**config.mk**
```make
export PLATFORM = sky130hd
export DESIGN_NAME = lsu_ctrl
export DESIGN_NICKNAME = d
export VERILOG_FILES = /design/src/hdl/lsu_pkg.sv /design/src/hdl/lsu_ctrl.sv
export SDC_FILE = /design/constraint.sdc
export NUM_CORES = 1
export LEC_CHECK = 0
export ABC_AREA = 1
export BUFFER_PORTS_ARGS = -buffer_cell sky130_fd_sc_hd__buf_4
export CAP_MARGIN = 30
export CORE_AREA = 2 2 136 138
export CTS_CLUSTER_SIZE = 24
export DETAILED_ROUTE_END_ITERATION = 10
export DIE_AREA = 0 0 138 140
export GPL_TIMING_DRIVEN = 1
export HOLD_SLACK_MARGIN = 0.12
export SYNTH_ARGS = -nofsm -noshare
export SYNTH_HDL_FRONTEND = slang
export SYNTH_SLANG_ARGS = --single-unit
```
**constraint.sdc**
```tcl
create_clock -name clk_i -period 5 [get_ports clk_i]
set_input_delay 0 -clock clk_i [delete_from_list [all_inputs] [get_ports clk_i]]
set_output_delay 0 -clock clk_i [all_outputs]
set_load 0.02 [all_outputs]
```
**src/hdl/lsu_pkg.sv**
```systemverilog
/* Load-store unit types: operation enum, request and response structs,
   Wishbone classic master/slave bundles and the data lane union */
`default_nettype none

package lsu_pkg;

////////////////////////////////////////////////////////////////////////////
// Operations
////////////////////////////////////////////////////////////////////////////

    typedef enum logic [3:0] {
        LSU_LB  = 4'h0,                         // Load byte, sign extended
        LSU_LBU = 4'h1,                         // Load byte, zero extended
        LSU_LH  = 4'h2,                         // Load half, sign extended
        LSU_LHU = 4'h3,                         // Load half, zero extended
        LSU_LW  = 4'h4,                         // Load word
        LSU_SB  = 4'h5,                         // Store byte
        LSU_SH  = 4'h6,                         // Store half
        LSU_SW  = 4'h7                          // Store word
    } lsu_op_e;

////////////////////////////////////////////////////////////////////////////
// Request and response
////////////////////////////////////////////////////////////////////////////

    typedef struct packed {
        lsu_op_e     op;                        // What to do
        logic [31:0] base;                      // Base register value
        logic [31:0] offset;                    // Immediate, two's complement
        logic [31:0] wdata;                     // Store data, low bits used for SB/SH
    } lsu_req_t;

    typedef struct packed {
        logic        rd_we;                     // Register file write, loads only
        logic [31:0] rd_data;                   // Aligned load result
    } lsu_rsp_t;

////////////////////////////////////////////////////////////////////////////
// Wishbone classic
////////////////////////////////////////////////////////////////////////////

    typedef struct packed {
        logic        cyc;                       // Bus cycle in progress
        logic        stb;                       // Transfer strobe
        logic        we;                        // Write transfer
        logic [3:0]  sel;                       // Byte lane selects
        logic [31:0] adr;                       // Byte address
        logic [31:0] dat;                       // Write data
    } wb_m2s_t;

    typedef struct packed {
        logic        ack;                       // Transfer done
        logic [31:0] dat;                       // Read data, valid with ack
    } wb_s2m_t;

    // One data word seen as byte lanes or halfword lanes
    typedef union packed {
        logic [3:0][7:0]  b;                    // Byte lanes, b[0] is bits 7:0
        logic [1:0][15:0] h;                    // Half lanes, h[0] is bits 15:0
    } lsu_lane_u;

endpackage

`default_nettype wire
```
**src/hdl/lsu_ctrl.sv**
```systemverilog
/* LSU control: request acceptance, Wishbone classic master cycle,
   response register and busy flag */
`timescale 1ns/1ps
`default_nettype none

module lsu_ctrl (
    input  logic              clk_i,
    input  logic              rst_n_i,          // Sync, active low
    input  logic              req_valid_i,      // Request present
    input  lsu_pkg::lsu_req_t req_i,            // Request fields
    input  lsu_pkg::wb_m2s_t  fmt_i,            // Formatter output
    output lsu_pkg::wb_m2s_t  wb_o,             // To memory
    input  lsu_pkg::wb_s2m_t  wb_i,             // From memory
    input  logic [31:0]       ld_data_i,        // Aligned load data
    output lsu_pkg::lsu_op_e  op_o,             // Held op for aligner
    output logic [1:0]        addr_lo_o,        // Held byte offset
    output logic              busy_o,           // Cycle in flight
    output logic              rsp_valid_o,      // One-cycle response pulse
    output lsu_pkg::lsu_rsp_t rsp_o             // Response payload
);
    import lsu_pkg::*;

    typedef enum logic {
        IDLE,                                   // Waiting for request
        BUS                                     // Classic cycle open
    } state_e;

    state_e      state_q;
    logic        accept;                        // Request taken this edge
    logic        done;                          // Ack seen this edge
    logic        is_load;                       // Held op is a load
    wb_m2s_t     fmt_q;                         // Held bus fields
    lsu_op_e     op_q;
    logic [1:0]  addr_lo_q;
    logic        rsp_valid_q;
    logic        rd_we_q;
    logic [31:0] rd_data_q;

    assign busy_o  = (state_q == BUS);          // Low again in response cycle
    assign accept  = req_valid_i & ~busy_o;
    assign done    = busy_o & wb_i.ack;
    assign is_load = op_q inside {LSU_LB, LSU_LBU, LSU_LH, LSU_LHU, LSU_LW};

////////////////////////////////////////////////////////////////////////////
// FSM and response flags
////////////////////////////////////////////////////////////////////////////

    always_ff @(posedge clk_i) begin
        if (!rst_n_i) begin
            state_q     <= IDLE;
            rsp_valid_q <= 1'b0;
            rd_we_q     <= 1'b0;
        end else begin
            rsp_valid_q <= done;                // Pulse after ack
            case (state_q)
                IDLE: begin
                    if (accept) begin
                        state_q <= BUS;
                    end
                end
                BUS: begin
                    if (wb_i.ack) begin
                        state_q <= IDLE;        // Drop cyc/stb
                    end
                end
            endcase
            if (done) begin
                rd_we_q <= is_load;             // Stores never write rd
            end
        end
    end

////////////////////////////////////////////////////////////////////////////
// Payload
////////////////////////////////////////////////////////////////////////////

    always_ff @(posedge clk_i) begin
        if (accept) begin
            fmt_q     <= fmt_i;                 // Stable until ack
            op_q      <= req_i.op;
            addr_lo_q <= fmt_i.adr[1:0];
        end
        if (done) begin
            rd_data_q <= is_load ? ld_data_i : 32'h0;
        end
    end

    always_comb begin
        wb_o     = fmt_q;
        wb_o.cyc = busy_o;                      // Cycle spans the whole BUS state
        wb_o.stb = busy_o;
    end

    assign op_o        = op_q;
    assign addr_lo_o   = addr_lo_q;
    assign rsp_valid_o = rsp_valid_q;
    assign rsp_o       = '{rd_we: rd_we_q, rd_data: rd_data_q};

endmodule

`default_nettype wire

```
After elaboration in Yosys (flattened, before gate mapping)
Cells that the tools add are included. W data, S select, Z words.

Equal/unequal tests: 4. Muxes and demuxes: 3. Bitwise logic cells: 3. Reduce and logical (&&, ||, !) cells: 2.

Operators with widths (number): $eq A4 B2 Y1 const B (2); $reduce_bool A5 Y1 (1); $eq A4 B1 Y1 const B (1); $eq A4 B3 Y1 const B (1); $logic_not A4 Y1 (1); $and A1 B1 Y1 (2); $mux W1 (2); $pmux W1 S2 (1); $not A1 Y1 (1).

Flip-flop bits (word level): 110. Output and inout bits: 112. Word-level logic and storage cells: 22.

Depth between registers and ports, before layout
Word-level depth: 4. Gate-level depth with buffers: 4.

Worst setup path before layout
OpenSTA, ideal clock, no wires.

Kind: flip-flop to flip-flop. Start: register state_q, in the netlist busy_o. End: register op_q[0], in the netlist op_o[0] (enable). Arrival time: 3.494 ns. Required time: 4.494 ns. Setup slack: 1.000 ns. Cell stages (with the launch flop): 2. Buffers on the path: 0. Clock period less this slack: 4.000 ns. Path through: dfxtp_1 nor2_1.

Longest elaborated chain between the ends: 2.

Ends and longest elaborated chain: start, declared (line lsu_ctrl.sv:28) `state_e state_q;`; start signal, assigned (line lsu_ctrl.sv:50) `state_q <= IDLE;`; start signal, assigned (line lsu_ctrl.sv:58) `state_q <= BUS;`; start signal, assigned (line lsu_ctrl.sv:63) `state_q <= IDLE;`; $not A1 Y1; $and A1 B1 Y1 (line lsu_ctrl.sv:40) `assign accept = req_valid_i & ~busy_o;`; named net accept (line lsu_ctrl.sv:29) `logic accept;`; end signal, assigned (line lsu_ctrl.sv:80) `op_q <= req_i.op;`; end, declared (line lsu_ctrl.sv:33) `lsu_op_e op_q;`.

The timed path passes the listed nets, and every way through them passes these cells. A chain may end at the register's enable or synchronous reset.

Final worst setup path
Start: register state_q, in the netlist busy_o. End: register fmt_q (netlist bit wb_o[52]) (enable).

Longest elaborated chain between the ends: 2.

Ends and longest elaborated chain: $not A1 Y1; $and A1 B1 Y1 (line lsu_ctrl.sv:40); named net accept (line lsu_ctrl.sv:29); end signal, assigned (line lsu_ctrl.sv:79) `fmt_q <= fmt_i;`; end, declared (line lsu_ctrl.sv:32) `wb_m2s_t fmt_q;`.

The timed path passes the listed nets, and every way through them passes these cells.

==> flow_summary.toml <==
[yosys]
synth-simple-area-share_pct = 4.32
yosys_warnings = 0
mappedNetlistNets = 433
synth.mux.area_fraction_pct = 0
postSynthAreaPerCell_um2 = 18.5
post_synth_cell_types = 11
synth_compound_area_share_pct = 0.384
synth_area_um2 = 3590
synth_seq_area_share_pct = 89.5
synthesis.instances = 194
yosys_register_bits = 108
main_combinational_cell_family_by_area_after_synthesis = "buffers and inverters"
post_synth_adder_cell_area_pct = 0
synthXorXnorAreaFrac_pct = 0

[job]
max_cap_viol_count = 0

[place]
placed_cells_incl_taps = 637
finalWeightedCongestion = 0.769
port_buffers = 220
hpwl_um = 7840

[floorplan]
std_cell_rows = 49
die-area_um2 = 19300
die_width_um = 138
ioPinCount = 351
design.core.area_um2 = 17800
starting_utilization_of_the_core_area_pct = 20.2
die_h_um = 140

[clock_network]
tritoncts = "built"
post_cts.resized_instances = 0
clockRootBuffer = "sky130_fd_sc_hd__clkbuf_16"
path_clk_slew_ns = 0.07
worstSkewPairLatency_ns = 0.35
ctsLongestPathBuffers = 2
htreeDepth = 3
number_of_clock_buffers_inserted_by_tritoncts = 9
cts_num_sinks = 108

[sta]
tightestPinTransition_ns = 0.796
upper_clock_frequency_limit_ghz = 0.517
slew_violations = 0
final.period_utilization_pct = 38.7
setup_repair_after_global_routing_missed_its_margin = "false"
timing.final.hold_violations = 0
fin_skew_ns = 0.00882
finalSetupViolCount = 0
setup_total_negative_slack_ns = 0
slew-limit-headroom_pct = 46.9
period_minus_slack_ns = 1.94

[grt]
grt_pass1_vias = 3193
antenna_violations_before_repair = 1
grt_first_pass_wirelength_um = 17300
gr-usage-all-layers_pct = 11.8
grt_max_degree = 62
grt_remaining_overflow = 0

[finish]
leading_cell_type_in_the_layout_fill_and_taps_excluded = "sky130_fd_sc_hd__buf_4"
proportion_of_layout_cells_with_a_drive_suffix_above_1_pct = 44.8
finalCoreUtilization_pct = 38.6
layout_common_cells = "221 x sky130_fd_sc_hd__buf_4, 109 x sky130_fd_sc_hd__dlygate4sd3_1, 105 x sky130_fd_sc_hd__edfxtp_1"
synthToLayoutAreaGrowth_pct = 91.2
layoutNonFillerInstCount = 763
number_of_nets_in_the_finished_design = 767

[drt]
drt_drc_violations_left = 0
initialDrtViolationCount = 71
wl_um = 11300
drt_pre_antenna_iters = 6
ant_nets = 0
wl_per_cell_um = 14.8
post_drt_via_cell_ratio = 3.68
num_vias = 2805

[worst_setup_path]
worst_path_class_setup = "reg2reg"
end_kind = "register"
cp.arrival_ns = 1.91
worst-path-max-fanout = 61
worst_setup_path_start_kind = "register"
worst_ep_required_time_ns = 4.97
cells_along_the_critical_path = "nor2_4 -> buf_4"
crit_family = "buffers and inverters"
critical-path-max-stage-delay_ns = 0.67
critPathSlowestCell = "sky130_fd_sc_hd__buf_4"
worst-path-buf-inv = 1

[power_and_ir_drop]
power.leakage_uw = 0.00298
peakVddDrop_uv = 157
power_density_nw_per_um2 = 298

[worst_hold_path]
hp-class = "in2reg"

[status]
run_status = "finished, final reports clean"
[report_power, final]
part           internal, µW  leakage [µW]  switching, µW
clock                   338      0.000134            313
sequential             1050       0.00102           18.1
combinational           173       0.00182            150
total                  1560       0.00298            480
[cell families after synthesis]
kind of cell / Yosys count
flops: 108
buf+inv: 44
simple gates: 40
compound gates: 2
[path summary, 6_finish.rpt]
path                                start       end  slack, ns  depth (start not counted)
worst max register to register     busy_o  wb_o[52]       3.06                          2
worst min register to register    rd_we_q   rd_we_q       0.48                          2
worst min-delay path            fmt_i[53]  wb_o[53]       0.37                          2
worst max-delay path               busy_o  wb_o[52]       3.06                          2
[what timing repair did]
| item | 4_1_cts | 5_1_grt |
|---|---|---|
| hold buffers | 109 | 0 |
| endpoints found under the hold margin | 108 | 0 |
| buffers inserted | 0 | 0 |
[synth_stat cells]
cell | count | share of area (%)
sky130_fd_sc_hd__nand2_2 | 1 | 0.17
sky130_fd_sc_hd__o21ai_0 | 1 | 0.14
sky130_fd_sc_hd__buf_4 | 5 | 1.0
sky130_fd_sc_hd__nand3_1 | 2 | 0.28
sky130_fd_sc_hd__buf_6 | 3 | 0.94
sky130_fd_sc_hd__nor2_1 | 35 | 3.7
sky130_fd_sc_hd__o21ai_2 | 1 | 0.24
sky130_fd_sc_hd__edfxtp_1 | 105 | 88
sky130_fd_sc_hd__dfxtp_1 | 3 | 1.7
sky130_fd_sc_hd__inv_1 | 36 | 3.8
sky130_fd_sc_hd__nand2_1 | 2 | 0.21
[through the flow]
| stage | hold slack (ns) | power [µW] | setup WS (ns) | area (µm²) |
|---|---|---|---|---|
| floorplan | 0.0989 | 1190 | 1.00 | 3590 |
| global placement | 0.179 | 1340 | 2.99 | 5470 |
| detailed placement | 0.179 | 1350 | 3.00 | 5500 |
| CTS | 0.341 | 2080 | 3.00 | 6860 |
| global route | 0.350 | 2140 | 2.90 | 6860 |
| finish | 0.373 | 2040 | 3.06 | 6860 |
[state kept, by name (all words and copies together), names as in the netlist]
signal,cells
op_o,4
rd_we_q,1
rsp_valid_o,1
wb_o,69
busy_o,1
rd_data_q,32
[layer usage]
layer / up-vias / share of wire (%) / global-route usage, %
met4: 0 / 1.8 / 5.21
met1: 1284 / 38 / 12.9
li1: 1327 / - / -
met3: 11 / 12 / 5.81
met5: - / 0 / 0
met2: 183 / 48 / 19.6
[final cells by class]
| cell class | instances | area, µm² |
|---|---|---|
| Clock buffer | 10 | 229 |
| Inverter | 36 | 135 |
| Multi-Input combinational cell | 42 | 176 |
| Tap cell | 229 | 287 |
| Fill cell | 1668 | 10900 |
| Clock inverter | 6 | 40.0 |
| Timing Repair Buffer | 331 | 2780 |
| Sequential cell | 108 | 3210 |
| Antenna cell | 1 | 2.50 |
[worst register-to-register path: cells and delay by family, from the launching register on]
family | cells | cell delay [ns]
buf+inv | 1 | 0.67
flops | 1 | 0.42
simple gates | 1 | 0.39
(Power assumes the default switching activity.)
