## src/hdl/lsu_pkg.sv

```systemverilog
/* Load-store unit types: operation enum, request and response structs,
   Wishbone classic master/slave bundles and the data lane union */
`default_nettype none

package lsu_pkg;

////////////////////////////////////////////////////////////////////////////
// Operations
////////////////////////////////////////////////////////////////////////////

    typedef enum logic [3:0] {
        LSU_LB  = 4'h0,                         // Load byte, sign extended
        LSU_LBU = 4'h1,                         // Load byte, zero extended
        LSU_LH  = 4'h2,                         // Load half, sign extended
        LSU_LHU = 4'h3,                         // Load half, zero extended
        LSU_LW  = 4'h4,                         // Load word
        LSU_SB  = 4'h5,                         // Store byte
        LSU_SH  = 4'h6,                         // Store half
        LSU_SW  = 4'h7                          // Store word
    } lsu_op_e;

////////////////////////////////////////////////////////////////////////////
// Request and response
////////////////////////////////////////////////////////////////////////////

    typedef struct packed {
        lsu_op_e     op;                        // What to do
        logic [31:0] base;                      // Base register value
        logic [31:0] offset;                    // Immediate, two's complement
        logic [31:0] wdata;                     // Store data, low bits used for SB/SH
    } lsu_req_t;

    typedef struct packed {
        logic        rd_we;                     // Register file write, loads only
        logic [31:0] rd_data;                   // Aligned load result
    } lsu_rsp_t;

////////////////////////////////////////////////////////////////////////////
// Wishbone classic
////////////////////////////////////////////////////////////////////////////

    typedef struct packed {
        logic        cyc;                       // Bus cycle in progress
        logic        stb;                       // Transfer strobe
        logic        we;                        // Write transfer
        logic [3:0]  sel;                       // Byte lane selects
        logic [31:0] adr;                       // Byte address
        logic [31:0] dat;                       // Write data
    } wb_m2s_t;

    typedef struct packed {
        logic        ack;                       // Transfer done
        logic [31:0] dat;                       // Read data, valid with ack
    } wb_s2m_t;

    // One data word seen as byte lanes or halfword lanes
    typedef union packed {
        logic [3:0][7:0]  b;                    // Byte lanes, b[0] is bits 7:0
        logic [1:0][15:0] h;                    // Half lanes, h[0] is bits 15:0
    } lsu_lane_u;

endpackage

`default_nettype wire
```

## src/hdl/lsu_store_fmt.sv

```systemverilog
/* Store formatter: effective address, byte selects and
   lane-replicated store data for one Wishbone transfer */
`timescale 1ns/1ps
`default_nettype none

module lsu_store_fmt (
    input  lsu_pkg::lsu_req_t req_i,            // Incoming request
    output lsu_pkg::wb_m2s_t  wb_o              // Bus fields, cyc/stb left low
);
    import lsu_pkg::*;

    logic [31:0] addr;                          // Effective address
    lsu_lane_u   lane;                          // Store data by lanes
    logic [3:0]  sel;                           // Byte selects
    logic        we;                            // Store flag

    assign addr = req_i.base + req_i.offset;    // Wraps at 32 bits

////////////////////////////////////////////////////////////////////////////
// Lane replication and selects
////////////////////////////////////////////////////////////////////////////

    always_comb begin
        lane = '0;                              // Loads drive no data
        sel  = 4'b0000;
        we   = 1'b0;
        case (req_i.op)
            LSU_SB: begin
                lane.b = {4{req_i.wdata[7:0]}};         // Byte in all lanes
                sel    = 4'b0001 << addr[1:0];          // One-hot by byte offset
                we     = 1'b1;
            end
            LSU_SH: begin
                lane.h = {2{req_i.wdata[15:0]}};        // Half in both halves
                sel    = addr[1] ? 4'b1100 : 4'b0011;   // Bit 0 ignored
                we     = 1'b1;
            end
            LSU_SW: begin
                lane.b = req_i.wdata;                   // Straight through
                sel    = 4'b1111;
                we     = 1'b1;
            end
            default: begin
                lane = '0;                              // Loads and unused codes
            end
        endcase
    end

    // Control module owns cyc and stb
    assign wb_o = '{
        cyc: 1'b0,
        stb: 1'b0,
        we:  we,
        sel: sel,
        adr: addr,                              // Full byte address
        dat: lane
    };

endmodule

`default_nettype wire

```

## config.mk

```make
export PLATFORM = sky130hd
export DESIGN_NAME = lsu_store_fmt
export DESIGN_NICKNAME = d
export VERILOG_FILES = /design/src/hdl/lsu_pkg.sv /design/src/hdl/lsu_store_fmt.sv
export SDC_FILE = /design/constraint.sdc
export NUM_CORES = 1
export LEC_CHECK = 0
export ABC_AREA = 1
export BUFFER_PORTS_ARGS = -buffer_cell sky130_fd_sc_hd__buf_2
export CAP_MARGIN = 30
export CORE_MARGIN = 2
export CORE_UTILIZATION = 47
export DETAILED_ROUTE_END_ITERATION = 7
export PLACE_DENSITY = 0.9
export SLEW_MARGIN = 20
export SYNTH_ARGS = -nofsm -noshare
export SYNTH_HDL_FRONTEND = slang
export SYNTH_SLANG_ARGS = --single-unit
```

## constraint.sdc

```tcl
create_clock -name vclk -period 3
set_input_delay 0.6 -clock vclk [all_inputs]
set_output_delay 0.6 -clock vclk [all_outputs]
set_load 0.03 [all_outputs]
```

# After elaboration in Yosys (flattened, before gate mapping)
# Cells that the tools add are included.
# op_classes
add_sub_neg	1
n_eq_ne	3
muxes	4
reduce_logical	1
shift	1
# ops
op	count
case mux 32 bit (3 select lines)	1
adder 32 bit	1
equality test 4 x 3 -> 1 bit (second input constant)	3
case mux 4 bit (3 select lines)	1
two-way mux 4 bit	1
left shift 1 x 2 -> 4 bit (first input constant)	1
OR reduction 3 bit	1
two-way mux 1 bit	1
# word_totals
inputBits	100
word_cells	10
regBits	0

# Logic depth before layout (Yosys ltp)
# Gate-level depths: netlist of run 1.
# depth
ltp_word	3
depth_mapped	12
ltp_nobuf	12

# Least setup slack after synthesis of run 1
# Ideal clock, no wire load.
# synth_timing
kind	input-to-output
start	input req_i[32] in the netlist's numbering
end	output wb_o[64] in the netlist's numbering
n_path_buf	0
required_time_ns	2.400
path_stages	5
path_slack_ns	0.055
arrival_ns	2.345
cell_sequence	ha_1 inv_1 fa_1 inv_1 o31ai_1
# synth_rtl
element	line	rtl
start, declared	lsu_store_fmt.sv:7	input lsu_pkg::lsu_req_t req_i,
end, declared	lsu_store_fmt.sv:8	output lsu_pkg::wb_m2s_t wb_o

==> results of run 1 <==
stage by stage:
step	hold WS (ns)	setup slack, ns
after global routing	1.59	0.00317
after global placement	1.56	0.120
final	1.57	0.127
after floorplan	1.37	0.0554
after detailed placement	1.56	0.0317
after CTS	1.56	0.0233
area by class of cell:
class | count | area (sq um)
multi-input cells | 461 | 2330
fillers | 583 | 2100
well taps | 75 | 93.8
repair buffers | 170 | 858
inverters | 141 | 529
per-layer routing:
layer | wire length, um | part of all wire [%] | GRT usage, %
met4 | 153 | 1.5 | 5.00
met2 | 5140 | 52 | 56.6
met5 | 0 | 0 | 0
met1 | 3910 | 39 | 28.3
met3 | 764 | 7.7 | 1.52
critical path: stages:
cell	delay [ns]
buf_2	0.08
ha_1	0.19
inv_1	0.07
fa_2	0.35
inv_2	0.08
nand3_1	0.08
nand3_2	0.10
nand3_1	0.09
nand3_2	0.13
nand2_1	0.09
nand2_1	0.08
nand2_1	0.07
nand2_1	0.07
clkbuf_4	0.18
Yosys cell counts:
cell,number
nand2_1,261
inv_1,139
nor2_1,47
ha_1,31
nand3_1,29
a21oi_1,21
o211ai_1,14
xor2_1,12
nand2_2,9
o21ai_0,8
buf_4,4
nand4_1,4
nor2_2,4
o31ai_1,4
nand3_2,3
nor3_1,3
xnor2_1,3
inv_2,2
o21bai_1,2
a21o_1,1
clkbuf_1,1
conb_1,1
fa_1,1
o21bai_2,1
or2_4,1
kinds of logic (layout without fill, tap and decap cells):
kind of cell             count (synthesis)  after routing  share of synthesized area, %
adder cells (fa/ha/maj)                 32             32                          14.2
other                                    1              2                         0.130
buffers and inverters                  146            311                          19.5
XOR/XNOR                                15             15                          4.56
AND/OR/NAND/NOR                        361            361                          50.7
AO/OA/AOI/OAI                           51             51                          10.9
power breakdown:
| group | internal, uW | switching (uW) |
|---|---|---|
| clock | 0 | 0 |
| combinational | 296 | 629 |
| sequential | 0 | 0 |
| total | 296 | 629 |
worst min path at each step:
stage / startpoint / to
CTS: req_i[28] / wb_o[28]
floorplan: req_i[0] / wb_o[0]
global route: req_i[2] / wb_o[2]
detailed placement: req_i[28] / wb_o[28]
finish: req_i[28] / wb_o[28]
global placement: req_i[3] / wb_o[3]
==> results.sh, run 1 <==
export IMPL_fin_crit_ns=2.87
export IMPL_p_per_area_nw_per_um2=242
export IMPL_areaGrowthSynthToFinish_pct=32.4
export IMPL_synth_largest_area_cell="nand2_1"
export IMPL_yosys_warnings=0
export IMPL_crit_fanout=3
export IMPL_viasPerCell=5.01
export IMPL_core_area_sq_um=5920
export IMPL_die_w_um=82.3
export IMPL_grt_pass1_vias=3650
export IMPL_place_inst=847
export IMPL_netlist_area_sq_um=2880
export IMPL_netlist_area_leader_share_pct=34.0
export IMPL_cp_end_kind="output pin"
export IMPL_n_antenna_cell=0
export IMPL_final_layout_size_suffix_gt1_share_pct=25.1
export IMPL_ys_types=25
export IMPL_antenna_found_initial=0
export IMPL_final_cell_mix="nand2_1, buf_2, inv_1"
export IMPL_num_rows=28
export IMPL_die_area_sq_um=6770
export IMPL_mostFrequentLayoutCell="nand2_1"
export IMPL_fin_total_pwr_uw=925
export IMPL_port_buffers=169
export IMPL_die_y_um=82.3
export IMPL_crit_path_start="req_i[32]"
export IMPL_grt_total_usage_pct=26.8
export IMPL_final_hold_viol_count=0
export IMPL_regArea_sq_um=0
export IMPL_nNetsFinal=906
export IMPL_wl_um=9970
export IMPL_synth_avg_cell_area_sq_um=4.75
export IMPL_grt_pass1_wl_um=14600
export IMPL_synth_area_leaders="nand2_1, inv_1, ha_1"
export IMPL_rsz0062_at_grt="no"
export IMPL_max_freq_mhz=348
export IMPL_cp_arrival_ns=2.27
export IMPL_post_dp_cell_area_sq_um=3800
export IMPL_ir_drop_v=0.000148
export IMPL_avgRoutedWirePerCell_um=11.8
export IMPL_nClkBuffers=0
export IMPL_seq_area_frac_synth_pct=0
export IMPL_drt_initial_drc_count=223
export IMPL_initial_core_util_pct=48.7
export IMPL_setup_violations_final=0
export IMPL_critPathLaunchType="primary input"
export IMPL_seq_cell_count=0
export IMPL_worstHoldPathCells=4
export IMPL_postLayoutCellArea_sq_um=3820
export IMPL_path_class="in2out"
export IMPL_io_pins=171
export IMPL_slew_violations=0
export IMPL_status="finished clean"
export IMPL_tns_ns=0
export IMPL_min_path_type="in2out"
export IMPL_holdBufCountCts=0
export IMPL_hpwl_um=8670
export IMPL_min_period_over_period_pct=95.8
export IMPL_drcViolationCount=0
export IMPL_drtAntennaViolNets=0
export IMPL_required_ns=2.40
export IMPL_grt_max_degree=17
export IMPL_synth_cells=606
export IMPL_cts_resized_gates=0
export IMPL_first_pass_iters=6
export IMPL_cts_setup_buffers=0
export IMPL_cap_violations=0
export IMPL_crit_path_end="wb_o[60]"
export IMPL_dr_total_vias=4241
export IMPL_final_util_pct=64.5
export IMPL_p_leak_uw=0.00274
export IMPL_final_instance_count_excl_fill=847
export IMPL_gp_congestion=0.988
export IMPL_grt_ovfl_total=0
Note: power is estimated with default switching activity, not from simulation.
==> inputs of run 2 (changes only) <==
SETUP_SLACK_MARGIN = 0.15   (was not set)
TNS_END_PERCENT = 20   (was not set)
==> run 2 against run 1 <==
Effect of this change: critical path depth fell by 1; count of clock-buffer cells in the layout did not move; flip-flop and latch count did not move; combinational power rose by 2%; maximum frequency rose by 1.4%.
==> results.sh, run 2 (synthesis gave the netlist of run 1 again) <==
export IMPL_fin_total_pwr_uw=942
export IMPL_die_w_um=82.3
export IMPL_final_util_pct=65.3
export IMPL_hpwl_um=8670
export IMPL_die_y_um=82.3
export IMPL_n_antenna_cell=0
export IMPL_num_rows=28
export IMPL_cp_arrival_ns=2.23
export IMPL_fillCellCount=579
export IMPL_viasPerCell=5.04
export IMPL_final_cell_mix="nand2_1, buf_2, inv_1"
export IMPL_p_leak_uw=0.00274
export IMPL_nClkBuffers=0
export IMPL_max_freq_mhz=353
export IMPL_antenna_found_initial=0
export IMPL_nNetsFinal=906
export IMPL_place_inst=847
export IMPL_critPathLaunchType="primary input"
export IMPL_pwr_share_seq_pct=0
export IMPL_drcViolationCount=0
export IMPL_cap_violations=0
export IMPL_min_path_type="in2out"
export IMPL_status="finished clean"
export IMPL_p_per_area_nw_per_um2=244
export IMPL_power_switching_uw=638
export IMPL_grt_pass1_wl_um=14700
export IMPL_setup_violations_final=0
export IMPL_p_sw_share_pct=67.7
export IMPL_grt_total_usage_pct=26.9
export IMPL_gp_congestion=0.988
export IMPL_fin_crit_ns=2.83
export IMPL_min_period_over_period_pct=94.5
export IMPL_ir_drop_v=0.000150
export IMPL_tns_ns=0
export IMPL_first_pass_iters=6
export IMPL_pwr_share_clk_pct=0
export IMPL_rsz0062_at_grt="yes"
export IMPL_slew_violations=0
export IMPL_crit_fanout=3
export IMPL_dr_total_vias=4267
export IMPL_grt_pass1_vias=3666
export IMPL_final_hold_viol_count=0
export IMPL_areaGrowthSynthToFinish_pct=34.2
export IMPL_p_int_uw=304
export IMPL_power_frac_comb_pct=100.0
export IMPL_worstHoldPathCells=4
export IMPL_seq_cell_count=0
export IMPL_final_instance_count_excl_fill=847
export IMPL_wl_um=10200
export IMPL_cp_end_kind="output pin"
export IMPL_io_pins=171
export IMPL_regArea_sq_um=0
export IMPL_drt_initial_drc_count=240
export IMPL_initial_core_util_pct=48.7
export IMPL_path_class="in2out"
export IMPL_mostFrequentLayoutCell="nand2_1"
export IMPL_drtAntennaViolNets=0
export IMPL_required_ns=2.40
export IMPL_grt_ovfl_total=0
export IMPL_die_area_sq_um=6770
export IMPL_final_layout_size_suffix_gt1_share_pct=26.6
export IMPL_avgRoutedWirePerCell_um=12.1
export IMPL_core_area_sq_um=5920
export IMPL_port_buffers=169
export IMPL_grt_max_degree=17
run 2: repair_timing:
item                                    4_1_cts  5_1_grt
hold buffers                                  0        0
endpoints found under the setup margin        6       14
gates resized for setup                       6       14
buffers inserted                              0        0
pin swaps                                     0        2
run 2: power by group through the flow:
stage	clock [uW]	sequential (uW)	combinational (uW)
after CTS	0	0	917
final	0	0	942
after global placement	0	0	891
after global routing	0	0	1020
after floorplan	0	0	636
after detailed placement	0	0	906
run 2: final cells by class:
| class | count | area (sq um) | area share, % |
|---|---|---|---|
| timing repair buffer | 170 | 866 | 22.4 |
| inverter | 141 | 529 | 13.7 |
| tap | 75 | 93.8 | 2.43 |
| multi-input combinational | 461 | 2380 | 61.5 |
run 2: metrics by stage:
| stage | instance area (sq um) | worst slack, ns | hold slack (ns) |
|---|---|---|---|
| floorplan | 2890 | 0.0554 | 1.37 |
| global placement | 3800 | 0.120 | 1.56 |
| detailed placement | 3800 | 0.0317 | 1.56 |
| CTS | 3820 | 0.141 | 1.56 |
| global route | 3870 | 0.0825 | 1.59 |
| finish | 3870 | 0.166 | 1.57 |
run 2: metal layers:
metal | vias to the layer above | track usage [%] | share of wire [%]
met5 | - | 0 | 0
met2 | 213 | 56.9 | 52
met4 | 0 | 5.00 | 1.4
li1 | 2168 | - | -
met3 | 18 | 1.52 | 7.7
met1 | 1868 | 28.5 | 39
run 2: worst max-delay path, cell delays in order:
cell	delay [ns]
buf_2	0.10
ha_4	0.14
inv_1	0.06
fa_2	0.37
inv_2	0.08
nand3_1	0.07
nand3_2	0.12
nand2_1	0.10
a21oi_1	0.19
nor2_1	0.07
nand2_1	0.07
nand2_1	0.08
buf_2	0.18
run 2: worst paths after layout:
| path | startpoint | to | slack, ns |
|---|---|---|---|
| setup / recovery | req_i[32] | wb_o[48] | 0.17 |
| hold / removal | req_i[28] | wb_o[28] | 1.57 |
