[config.mk]
export PLATFORM = sky130hd
export DESIGN_NAME = lsu_load_align
export DESIGN_NICKNAME = d
export VERILOG_FILES = /design/src/hdl/lsu_pkg.sv /design/src/hdl/lsu_load_align.sv
export SDC_FILE = /design/constraint.sdc
export NUM_CORES = 1
export LEC_CHECK = 0
export BUFFER_PORTS_ARGS = -buffer_cell sky130_fd_sc_hd__buf_2
export CAP_MARGIN = 10
export CORE_MARGIN = 4
export CORE_UTILIZATION = 38
export DETAILED_ROUTE_END_ITERATION = 10
export PLACE_DENSITY = 0.87
export REMOVE_ABC_BUFFERS = 1
export SYNTH_ARGS = -nofsm -noshare
export SYNTH_HDL_FRONTEND = slang
export SYNTH_SLANG_ARGS = --single-unit
[constraint.sdc]
create_clock -name vclk -period 2.3
set_input_delay 0.115 -clock vclk [all_inputs]
set_output_delay 0.115 -clock vclk [all_outputs]
set_load 0.1 [all_outputs]
[src/hdl/lsu_pkg.sv]
/* Load-store unit types: operation enum, request and response structs,
   Wishbone classic master/slave bundles and the data lane union */
`default_nettype none

package lsu_pkg;

////////////////////////////////////////////////////////////////////////////
// Operations
////////////////////////////////////////////////////////////////////////////

    typedef enum logic [3:0] {
        LSU_LB  = 4'h0,                         // Load byte, sign extended
        LSU_LBU = 4'h1,                         // Load byte, zero extended
        LSU_LH  = 4'h2,                         // Load half, sign extended
        LSU_LHU = 4'h3,                         // Load half, zero extended
        LSU_LW  = 4'h4,                         // Load word
        LSU_SB  = 4'h5,                         // Store byte
        LSU_SH  = 4'h6,                         // Store half
        LSU_SW  = 4'h7                          // Store word
    } lsu_op_e;

////////////////////////////////////////////////////////////////////////////
// Request and response
////////////////////////////////////////////////////////////////////////////

    typedef struct packed {
        lsu_op_e     op;                        // What to do
        logic [31:0] base;                      // Base register value
        logic [31:0] offset;                    // Immediate, two's complement
        logic [31:0] wdata;                     // Store data, low bits used for SB/SH
    } lsu_req_t;

    typedef struct packed {
        logic        rd_we;                     // Register file write, loads only
        logic [31:0] rd_data;                   // Aligned load result
    } lsu_rsp_t;

////////////////////////////////////////////////////////////////////////////
// Wishbone classic
////////////////////////////////////////////////////////////////////////////

    typedef struct packed {
        logic        cyc;                       // Bus cycle in progress
        logic        stb;                       // Transfer strobe
        logic        we;                        // Write transfer
        logic [3:0]  sel;                       // Byte lane selects
        logic [31:0] adr;                       // Byte address
        logic [31:0] dat;                       // Write data
    } wb_m2s_t;

    typedef struct packed {
        logic        ack;                       // Transfer done
        logic [31:0] dat;                       // Read data, valid with ack
    } wb_s2m_t;

    // One data word seen as byte lanes or halfword lanes
    typedef union packed {
        logic [3:0][7:0]  b;                    // Byte lanes, b[0] is bits 7:0
        logic [1:0][15:0] h;                    // Half lanes, h[0] is bits 15:0
    } lsu_lane_u;

endpackage

`default_nettype wire
[src/hdl/lsu_load_align.sv]
/* Load aligner: picks the addressed byte or halfword of a
   read word and extends it with sign or zeros */
`timescale 1ns/1ps
`default_nettype none

module lsu_load_align (
    input  lsu_pkg::lsu_op_e op_i,              // Load flavour
    input  logic [1:0]       addr_lo_i,         // Byte offset in word
    input  logic [31:0]      word_i,            // Word from memory
    output logic [31:0]      data_o             // Register file value
);
    import lsu_pkg::*;

    lsu_lane_u   lane;                          // Read word by lanes
    logic [7:0]  lane_byte;                     // Addressed byte
    logic [15:0] lane_half;                     // Addressed half

    assign lane      = word_i;
    assign lane_byte = lane.b[addr_lo_i];       // Any of four bytes
    assign lane_half = lane.h[addr_lo_i[1]];    // Bit 0 ignored

////////////////////////////////////////////////////////////////////////////
// Extension
////////////////////////////////////////////////////////////////////////////

    always_comb begin
        case (op_i)
            LSU_LB: begin
                data_o = {{24{lane_byte[7]}}, lane_byte};    // Sign
            end
            LSU_LBU: begin
                data_o = {24'h000000, lane_byte};            // Zeros
            end
            LSU_LH: begin
                data_o = {{16{lane_half[15]}}, lane_half};   // Sign
            end
            LSU_LHU: begin
                data_o = {16'h0000, lane_half};              // Zeros
            end
            default: begin
                data_o = word_i;                // LW, stores unused
            end
        endcase
    end

endmodule

`default_nettype wire

### Word level (Yosys, flattened, before mapping)

Index checks and enable logic that the tools add are counted.

* equal/unequal tests: 3
* mux-type cells: 5
* reductions and logical operators: 1
* $lt $le $gt $ge: 2

Operator list (number)
* 32-bit one-hot mux with 4 select lines: 1
* 16-bit two-way mux: 2
* 8-bit binary-select mux with 2-bit select: 1
* 4-bit by 2-bit equality test with 1-bit output, second input constant: 2
* 8-bit two-way mux: 1
* 4-bit by 1-bit equality test with 1-bit output, second input constant: 1
* 4-bit zero test: 1
* 2-bit by 3-bit < comparator with 1-bit output, second input constant: 1
* 1-bit by 2-bit < comparator with 1-bit output, second input constant: 1

* output and inout bits: 32
* register bits: 0
* input port bits: 38
* word-level logic and storage cells: 11

### Logic depth before layout (Yosys ltp)

Gate-level depths: netlist (run 1).

* word-level depth: 3
* depth in mapped cells: 6

### Worst setup path after synthesis (run 1)

No wires, ideal clock.

* path type: input -> output
* start: input port op_i[1]
* end: output port data_o[0]
* path buffers: 2
* arrival time: 2361 ps
* setup slack: -176 ps
* stages on the path: 6
* required time: 2185 ps
* cell sequence: buf_2 nand2b_1 buf_2 a21oi_2 nor2_1 a21oi_1

* word-level cells in the longest chain between the ends: 2

RTL lines
* start: declaration: line lsu_load_align.sv:7 `input lsu_pkg::lsu_op_e op_i,`
* 4-bit by 2-bit equality test with 1-bit output, or another cell as far along: line lsu_load_align.sv:27 `case (op_i)`
* 32-bit one-hot mux with 4 select lines *: line lsu_load_align.sv:27
* end: declaration: line lsu_load_align.sv:10 `output logic [31:0] data_o`

Every way passes the cells marked *; elsewhere a longest branch is shown, timed or not.

### Final worst setup path (run 1)

* start: input port op_i[1]
* end: output port data_o[2]

The elaborated chain is that of the path after synthesis.

==> results.py, run 1 <==
metrics = {
    "status": {
        "status": "complete, no violations",
    },
    "routing": {
        "viasPerCell": 6.97,
        "drt-initial-drc-count": 108,
        "dr.pass1.iters": 6,
        "wl_per_cell_um": 21.1,
        "vias": 1296,
        "ant_nets": 0,
        "routed_wl_um": 3920,
        "route.detailed.drc": 0,
    },
    "hold_path": {
        "hold_path_end": "data_o[20]",
        "hold_class": "in -> out",
        "hold_start": "word_i[20]",
        "hold_depth": 3,
    },
    "final_layout": {
        "nNetsFinal": 210,
        "n_clock_buffer": 0,
        "layout-drive-gt1-share": 0.482,
        "final_core_util": 0.870,
        "area_delta_synth_final_pct": 109,
        "area.sequential_um2": 0,
        "n_sequential_cell": 0,
        "antenna_cells": 0,
        "final_area_mm2": 0.00136,
    },
    "critical_path": {
        "crit_type": "in -> out",
        "cp_data_arrival_time_ns": 1.71,
        "path_common_cell": "buf_2",
        "cp.required_ns": 2.18,
        "endpoint_kind": "output pin",
        "path_cells": "buf_2 > nand2b_1 > a21oi_2 > nor2_1 > a21oi_1 > buf_2",
        "cp_top_family": "compound AO/OA/AOI/OAI gates",
        "path_buf_inv": 2,
        "crit_fanout": 10,
        "cp_slowest_cell": "buf_2",
        "critPathLaunchType": "input port",
        "max_stage_delay_ns": 0.46,
    },
    "power": {
        "power.leakage_uw": 0.000724,
        "irDropWorstVdd_mv": 0.438,
        "power_density_mw_per_mm2": 526,
    },
    "floorplan": {
        "coreArea_mm2": 0.00156,
        "std_cell_rows": 14,
        "start_util": 0.417,
        "num_io_pins": 70,
        "dieArea_mm2": 0.00243,
        "die_height_um": 49.3,
        "die_w_um": 49.3,
    },
    "sta": {
        "hold_violations": 0,
        "min_period_ns": 1.82,
        "drv_slew": 0,
        "period_share": 0.792,
        "timing.fmax_mhz": 549,
        "setup_viol": 0,
        "relSlewSlack": 0.642,
        "rsz0062_at_grt": "false",
        "tightestPinTransition_ns": 0.535,
    },
    "cts": {
        "cts_hold_buf": 0,
        "cts-resized-gates": 0,
        "post_cts_buffers": 0,
    },
    "placement": {
        "gp_congestion": 0.859,
        "place_area_mm2": 0.00136,
        "dpl.hpwl_um": 3180,
        "io_buffers": 70,
    },
    "run": {
        "drv_cap": 0,
    },
    "synthesis": {
        "yosys_warnings": 0,
        "syn_inst": 104,
        "syn_area_per_cell_um2": 6.24,
        "synth_cell_type_count": 23,
        "synth.cell_area_um2": 649,
        "ys_seq_area_frac": 0,
    },
    "grt": {
        "grt_use_total": 0.323,
        "grt_pass1_wl_um": 6220,
        "grt_overflow": 0,
        "grt_pass1_vias": 1311,
        "grt_max_degree": 21,
        "antenna_found_initial": 0,
    },
}
==> through the flow <==
step,TNS (ns),cells,total power [uW],hold slack [ns],worst slack (ns)
3_5_place_dp,0,186,706,0.651,0.533
6_report,0,186,713,0.651,0.477
4_1_cts,0,186,708,0.651,0.522
3_3_place_gp,0,186,690,0.643,0.639
2_1_floorplan,-2.12,95,449,0.671,-0.265
5_1_grt,0,186,730,0.672,0.353
==> cells in the final DEF (no fill, tap or decap), drive strengths merged <==
cell type	netlist	routed
buf	5	75
a21o	17	17
nand2	14	14
a21oi	14	14
nand3	13	13
nor2	13	13
o2bb2ai	5	5
nand4	5	5
o22ai	3	3
mux2	3	3
a32oi	2	2
inv	1	1
nand2b	1	1
or2	1	1
mux4	1	1
mux2i	1	1
a2111oi	1	1
==> synth_stat cells <==
cell       number  area share
buf_6           1       0.017
a21oi_1        13        0.10
o2bb2ai_1       5       0.067
buf_2           4       0.031
mux2i_1         1       0.015
nor2_4          1       0.017
a32oi_1         2       0.027
mux2_4          1       0.023
or2_1           1      0.0096
nand2b_1        1      0.0096
a2111oi_4       1       0.042
o22ai_1         3       0.029
nand3_1        13        0.10
nor2_1         11       0.064
mux2_1          2       0.035
nand2_1        14       0.081
nand4_1         5       0.048
inv_2           1      0.0058
a21o_1         17        0.20
a21oi_2         1       0.013
mux4_2          1       0.035
clkbuf_1        4       0.023
nor2_2          1      0.0096
==> routing by layer <==
metal	share of wire	up-vias	GRT usage	routed length (um)
met4	0.083	0	0.199	324
met2	0.47	150	0.542	1840
met1	0.30	576	0.358	1190
li1	-	530	-	-
met5	0	-	0	0
met3	0.14	40	0.0826	561
==> area by class of cell <==
cell class / count / area (um2)
fillers: 66 / 203
repair buffers: 75 / 733
inverters: 1 / 3.75
well taps: 16 / 20.0
multi-input cells: 94 / 599
==> how the worst max path moves through the flow <==
stage	cells past startpoint	start	end	slack (ns)
2_1_floorplan	4	op_i[3]	data_o[0]	-0.27
3_3_place_gp	6	op_i[1]	data_o[0]	0.64
3_5_place_dp	6	op_i[1]	data_o[2]	0.53
4_1_cts	6	op_i[1]	data_o[2]	0.52
5_1_grt	6	op_i[1]	data_o[6]	0.35
6_report	6	op_i[1]	data_o[2]	0.48
==> where the power goes <==
group          switching, uW  internal (uW)
combinational            499            214
clock                      0              0
sequential                 0              0
total                    499            214
==> cell families (layout without fill, tap and decap cells) <==
| group | after synthesis | after routing | share of synthesized area |
|---|---|---|---|
| AOI/OAI and AO/OA | 42 | 42 | 0.476 |
| buffers and inverters | 10 | 76 | 0.0771 |
| muxes | 5 | 5 | 0.108 |
| and+or+nand+nor | 47 | 47 | 0.339 |
Power figures use the tool's default switching activity.
==> run 2: changes to the inputs <==
Settings changed: CORE_UTILIZATION 38 to 33, PLACE_DENSITY 0.87 to 0.8.
Clock period 2.3 ns to 1.5 ns, I/O delays scaled along.
==> run 2 against run 1 <==
Largest power group unchanged. The flow now finishes with violations (setup timing). Combinational power increased by 64%. Highest routed layer unchanged. Non-clock buffer count up 5. Die area grew 13%. Core utilization is 0.89 points lower.
==> results.py, run 2 (synthesis gave the netlist of run 1 again) <==
metrics = {
    "floorplan": {
        "coreArea_mm2": 0.00180,
        "start_util": 0.360,
        "die_w_um": 52.4,
        "die_height_um": 52.4,
        "num_io_pins": 70,
        "dieArea_mm2": 0.00274,
        "std_cell_rows": 15,
    },
    "placement": {
        "gp_congestion": 0.938,
        "io_buffers": 70,
        "dpl.hpwl_um": 2950,
    },
    "power": {
        "irDropWorstVdd_mv": 0.549,
        "power_density_mw_per_mm2": 752,
        "power.leakage_uw": 0.000801,
        "total_power_uw": 1170,
    },
    "critical_path": {
        "max_stage_delay_ns": 0.35,
        "endpoint_kind": "output pin",
        "cp_slowest_cell": "a21oi_2",
        "crit_fanout": 11,
        "path_cells": "buf_2 > buf_4 > inv_2 > a21oi_2 > nor2_1 > a21oi_1 > buf_12",
        "path_buf_inv": 4,
        "critPathLaunchType": "input port",
        "cp.required_ns": 1.42,
        "cp_data_arrival_time_ns": 1.46,
        "cp_top_family": "buffers and inverters",
        "crit_type": "in -> out",
    },
    "sta": {
        "period_share": 1.02,
        "tightestPinTransition_ns": 0.378,
        "timing.fmax_mhz": 651,
        "min_period_ns": 1.54,
        "finalSetupTns_ns": -0.0429,
        "hold_violations": 0,
        "rsz0062_at_grt": "true",
        "drv_slew": 0,
        "finalWorstSetupSlack_ns": -0.0355,
        "relSlewSlack": 0.748,
        "setup_viol": 2,
    },
    "status": {
        "status": "complete, but fails checks",
        "violations": "setup timing",
    },
    "final_layout": {
        "area_delta_synth_final_pct": 139,
        "mostFrequentLayoutCells": "buf_2, buf_12, a21o_1",
        "nNetsFinal": 215,
        "n_sequential_cell": 0,
        "layout_commonest_cell": "buf_2",
        "layout-drive-gt1-share": 0.509,
        "area.sequential_um2": 0,
        "n_clock_buffer": 0,
        "antenna_cells": 0,
    },
    "routing": {
        "ant_nets": 0,
        "vias": 1172,
        "routed_wl_um": 3500,
        "route.detailed.drc": 0,
        "viasPerCell": 5.86,
        "wl_per_cell_um": 17.5,
        "dr.pass1.iters": 4,
        "drt-initial-drc-count": 41,
    },
    "grt": {
        "antenna_found_initial": 0,
        "grt_use_total": 0.250,
        "grt_max_degree": 15,
        "grt_pass1_vias": 1119,
        "grt_pass1_wl_um": 5340,
        "grt_overflow": 0,
    },
    "run": {
        "drv_cap": 0,
    },
    "hold_path": {
        "hold_depth": 3,
        "hold_class": "in -> out",
        "hold_start": "word_i[21]",
        "hold_path_end": "data_o[21]",
    },
}
[run 2: worst max-delay path by stage]
stage	from	end	cells past startpoint
after floorplan	op_i[3]	data_o[0]	4
after global placement	addr_lo_i[0]	data_o[10]	5
after detailed placement	addr_lo_i[0]	data_o[9]	5
after CTS	addr_lo_i[1]	data_o[16]	7
after global routing	addr_lo_i[1]	data_o[7]	7
final	addr_lo_i[1]	data_o[7]	7
[run 2: report_power, final]
part	total, uW	leakage, uW	internal [uW]	switching, uW
registers	0	0	0	0
clock network	0	0	0	0
logic	1170	0.000801	402	765
[run 2: what timing repair did]
action | 4_1_cts | 5_1_grt
endpoints found under the setup margin | 7 | 26
hold buffers | 0 | 0
resized for setup | 2 | 1
pin swaps | 0 | 1
buffers inserted | 0 | 0
[run 2: routing by layer]
metal | track usage | share of wire
met1 | 0.296 | 0.37
met2 | 0.467 | 0.52
met3 | 0.0114 | 0.071
met4 | 0.0894 | 0.043
met5 | 0 | 0
[run 2: area by class of cell]
class	instances	area, um2
well taps	25	31.3
inverters	1	3.75
repair buffers	80	910
fillers	101	250
multi-input cells	94	607
[run 2: stage by stage]
step / instances / instance area (um2) / worst slack, ns / util / hold WS (ns)
after global routing: 200 / 1550 / -0.0904 / 0.861 / 0.581
after detailed placement: 200 / 1540 / -0.0503 / 0.855 / 0.567
after CTS: 200 / 1550 / 0.0110 / 0.860 / 0.570
after global placement: 200 / 1540 / 0.0249 / 0.855 / 0.556
final: 200 / 1550 / -0.0355 / 0.861 / 0.567
after floorplan: 95 / 603 / -0.985 / - / 0.591
==> run 3: changes to the inputs <==
--- a/config.mk
+++ b/config.mk
@@ -12,3 +12,3 @@
 export DETAILED_ROUTE_END_ITERATION = 10
-export PLACE_DENSITY = 0.8
+export PLACE_DENSITY_LB_ADDON = 0.1
 export REMOVE_ABC_BUFFERS = 1
==> constraint.sdc (replaced) <==
create_clock -name vclk -period 1.5
set_input_delay 0.225 -clock vclk [all_inputs]
set_output_delay 0.225 -clock vclk [all_outputs]
set_load 0.1 [all_outputs]
==> run 3 against run 2 <==
The run now fails in 4_1_cts. Synthesized area unchanged. Synthesized cell count stayed put.
==> results.py, run 3 <==
metrics = {
    "floorplan": {
        "std_cell_rows": 15,
        "die_height_um": 52.4,
        "start_util": 0.360,
        "num_io_pins": 70,
        "die_w_um": 52.4,
    },
    "synthesis": {
        "yosysMostFrequentCell": "a21o_1",
        "syn_inst": 104,
        "syn_area_per_cell_um2": 6.24,
        "ys_top_cells_by_area": "a21o_1, a21oi_1, nand3_1, nand2_1, o2bb2ai_1",
        "yosys_warnings": 0,
        "ys_seq_area_frac": 0,
        "synth.cell_area_um2": 649,
        "synth_top_cell_by_area": "a21o_1",
        "synth_top_area_share": 0.197,
        "synth_cell_type_count": 23,
        "synth_common_cells": "a21o_1, nand2_1, a21oi_1, nand3_1, nor2_1",
    },
    "cts": {
        "cts_hold_buf": 0,
        "post_cts_buffers": 2,
        "cts-resized-gates": 32,
    },
    "placement": {
        "gp_congestion": 0.783,
        "place_area_mm2": 0.00162,
        "io_buffers": 70,
        "numPlacedInstances": 210,
        "dpl.hpwl_um": 3170,
    },
    "status": {
        "lastStage": "4_1_cts",
        "status": "did not finish",
        "tool.error": "[ERROR DPL-0033] detailed placement checks failed during check placement.",
    },
}
## run 3: cell counts after synthesis
No cell type changed its count.
## run 3: through the flow
stage                     hold slack (ns)  TNS, ns  setup WS [ns]   util
after floorplan                     0.891   -28.64          -1.29      -
after global placement              0.858    -7.69         -0.316  0.897
after detailed placement            0.862    -8.67         -0.373  0.897
## run 3: cell families after synthesis
family | after synthesis | share of synthesized area
and+or+nand+nor | 47 | 0.339
buffers and inverters | 10 | 0.0771
muxes | 5 | 0.108
AOI/OAI and AO/OA | 42 | 0.476
==> run 4: changes to the inputs <==
Settings changed: CORE_AREA from default to 4 4 65 67, CORE_MARGIN 4 to default, CORE_UTILIZATION 33 to default, DIE_AREA from default to 0 0 69 71, PLACE_DENSITY_LB_ADDON 0.1 to 0.15.
Clock period 1.5 ns to 2 ns, I/O delays scaled along.
==> run 4 against run 3 <==
The run now ends clean.
==> results.py, run 4 (synthesis gave the netlist of run 1 again) <==
metrics = {
    "floorplan": {
        "num_io_pins": 70,
        "start_util": 0.179,
        "std_cell_rows": 22,
        "die_height_um": 71,
        "die_w_um": 69,
        "dieArea_mm2": 0.00490,
        "coreArea_mm2": 0.00363,
    },
    "critical_path": {
        "cp_data_arrival_time_ns": 1.63,
        "cp_slowest_cell": "a2111oi_4",
        "path_cells": "buf_2 > or2_1 > a2111oi_4 > buf_4 > a21o_1 > buf_12",
        "crit_type": "in -> out",
        "cp.required_ns": 1.70,
        "startpoint": "op_i[3]",
        "endpoint_kind": "output pin",
        "worstSetupEndpoint": "data_o[30]",
        "critPathLaunchType": "input port",
        "crit_fanout": 7,
        "max_stage_delay_ns": 0.35,
    },
    "placement": {
        "gp_congestion": 0.747,
        "io_buffers": 70,
        "numPlacedInstances": 221,
        "dpl.hpwl_um": 2850,
        "pre_cts_slack_ns": 0.00817,
    },
    "routing": {
        "vias": 1068,
        "dr.pass1.iters": 4,
        "wl_per_cell_um": 15.3,
        "route.detailed.drc": 0,
        "viasPerCell": 4.83,
        "ant_nets": 0,
        "drt-initial-drc-count": 44,
        "routed_wl_um": 3380,
    },
    "final_layout": {
        "n_sequential_cell": 0,
        "layout-drive-gt1-share": 0.514,
        "n_clock_buffer": 0,
        "area.sequential_um2": 0,
        "mostFrequentLayoutCells": "buf_2, buf_12, a21o_1",
        "final_core_util": 0.436,
        "final_cells": 221,
        "antenna_cells": 0,
        "area_delta_synth_final_pct": 144,
        "layout_commonest_cell": "buf_2",
        "nNetsFinal": 213,
    },
    "sta": {
        "period_share": 0.964,
        "hold-worst-slack_ns": 1.02,
        "finalWorstSetupSlack_ns": 0.0712,
        "tightestPinTransition_ns": 0.316,
        "drv_slew": 0,
        "setup_viol": 0,
        "rsz0062_at_grt": "true",
        "relSlewSlack": 0.789,
        "timing.fmax_mhz": 518,
        "hold_violations": 0,
        "min_period_ns": 1.93,
    },
    "grt": {
        "grt_use_total": 0.136,
        "grt_pass1_vias": 1068,
        "antenna_found_initial": 0,
        "grt_pass1_wl_um": 5720,
        "grt_max_degree": 15,
        "grt_overflow": 0,
    },
    "run": {
        "drv_cap": 0,
    },
    "cts": {
        "post_cts_buffers": 0,
        "cts_hold_buf": 0,
        "cts-resized-gates": 0,
    },
    "hold_path": {
        "hold_class": "in -> out",
    },
    "power": {
        "power_density_mw_per_mm2": 550,
        "power.leakage_uw": 0.000794,
        "irDropWorstVdd_mv": 0.155,
    },
    "status": {
        "status": "complete, no violations",
    },
}
==> run 4: worst min-delay path by stage <==
stage / startpoint / to / slack, ns / depth (start not counted)
after global routing: word_i[19] / data_o[19] / 1.03 / 3
after floorplan: word_i[0] / data_o[0] / 1.04 / 2
after CTS: word_i[19] / data_o[19] / 1.02 / 3
after global placement: word_i[22] / data_o[22] / 1.02 / 3
final: word_i[19] / data_o[19] / 1.02 / 3
after detailed placement: word_i[4] / data_o[4] / 1.02 / 4
==> run 4: where the power goes <==
part	total (uW)	switching, uW	internal [uW]
logic	870	570	300
clock network	0	0	0
registers	0	0	0
total	870	570	300
==> run 4: per-layer routing <==
| metal | vias up | GRT usage | routed length [um] |
|---|---|---|---|
| li1 | 527 | - | - |
| met1 | 495 | 0.184 | 1500 |
| met2 | 46 | 0.248 | 1690 |
| met3 | 0 | 0.0114 | 197 |
| met4 | 0 | 0 | 0 |
| met5 | - | 0 | 0 |
==> run 4: per-stage QoR <==
stage / TNS, ns / power [uW] / area [um2]
after floorplan: -17.44 / 516 / 603
after global placement: 0 / 864 / 1550
after detailed placement: 0 / 867 / 1550
after CTS: 0 / 869 / 1550
after global routing: 0 / 901 / 1580
final: 0 / 870 / 1580
==> run 4: final cells by class <==
type                       instances  area (um2)
tap                               48        60.1
multi-input combinational         94         624
inverter                           1        3.75
timing repair buffer              78         895
fill                             381        2050
==> run 4: critical path: cells and delay by family <==
kind / cells / cell delay (ns)
buf+inv: 3 / 0.50
simple gates: 1 / 0.34
compound gates: 2 / 0.49
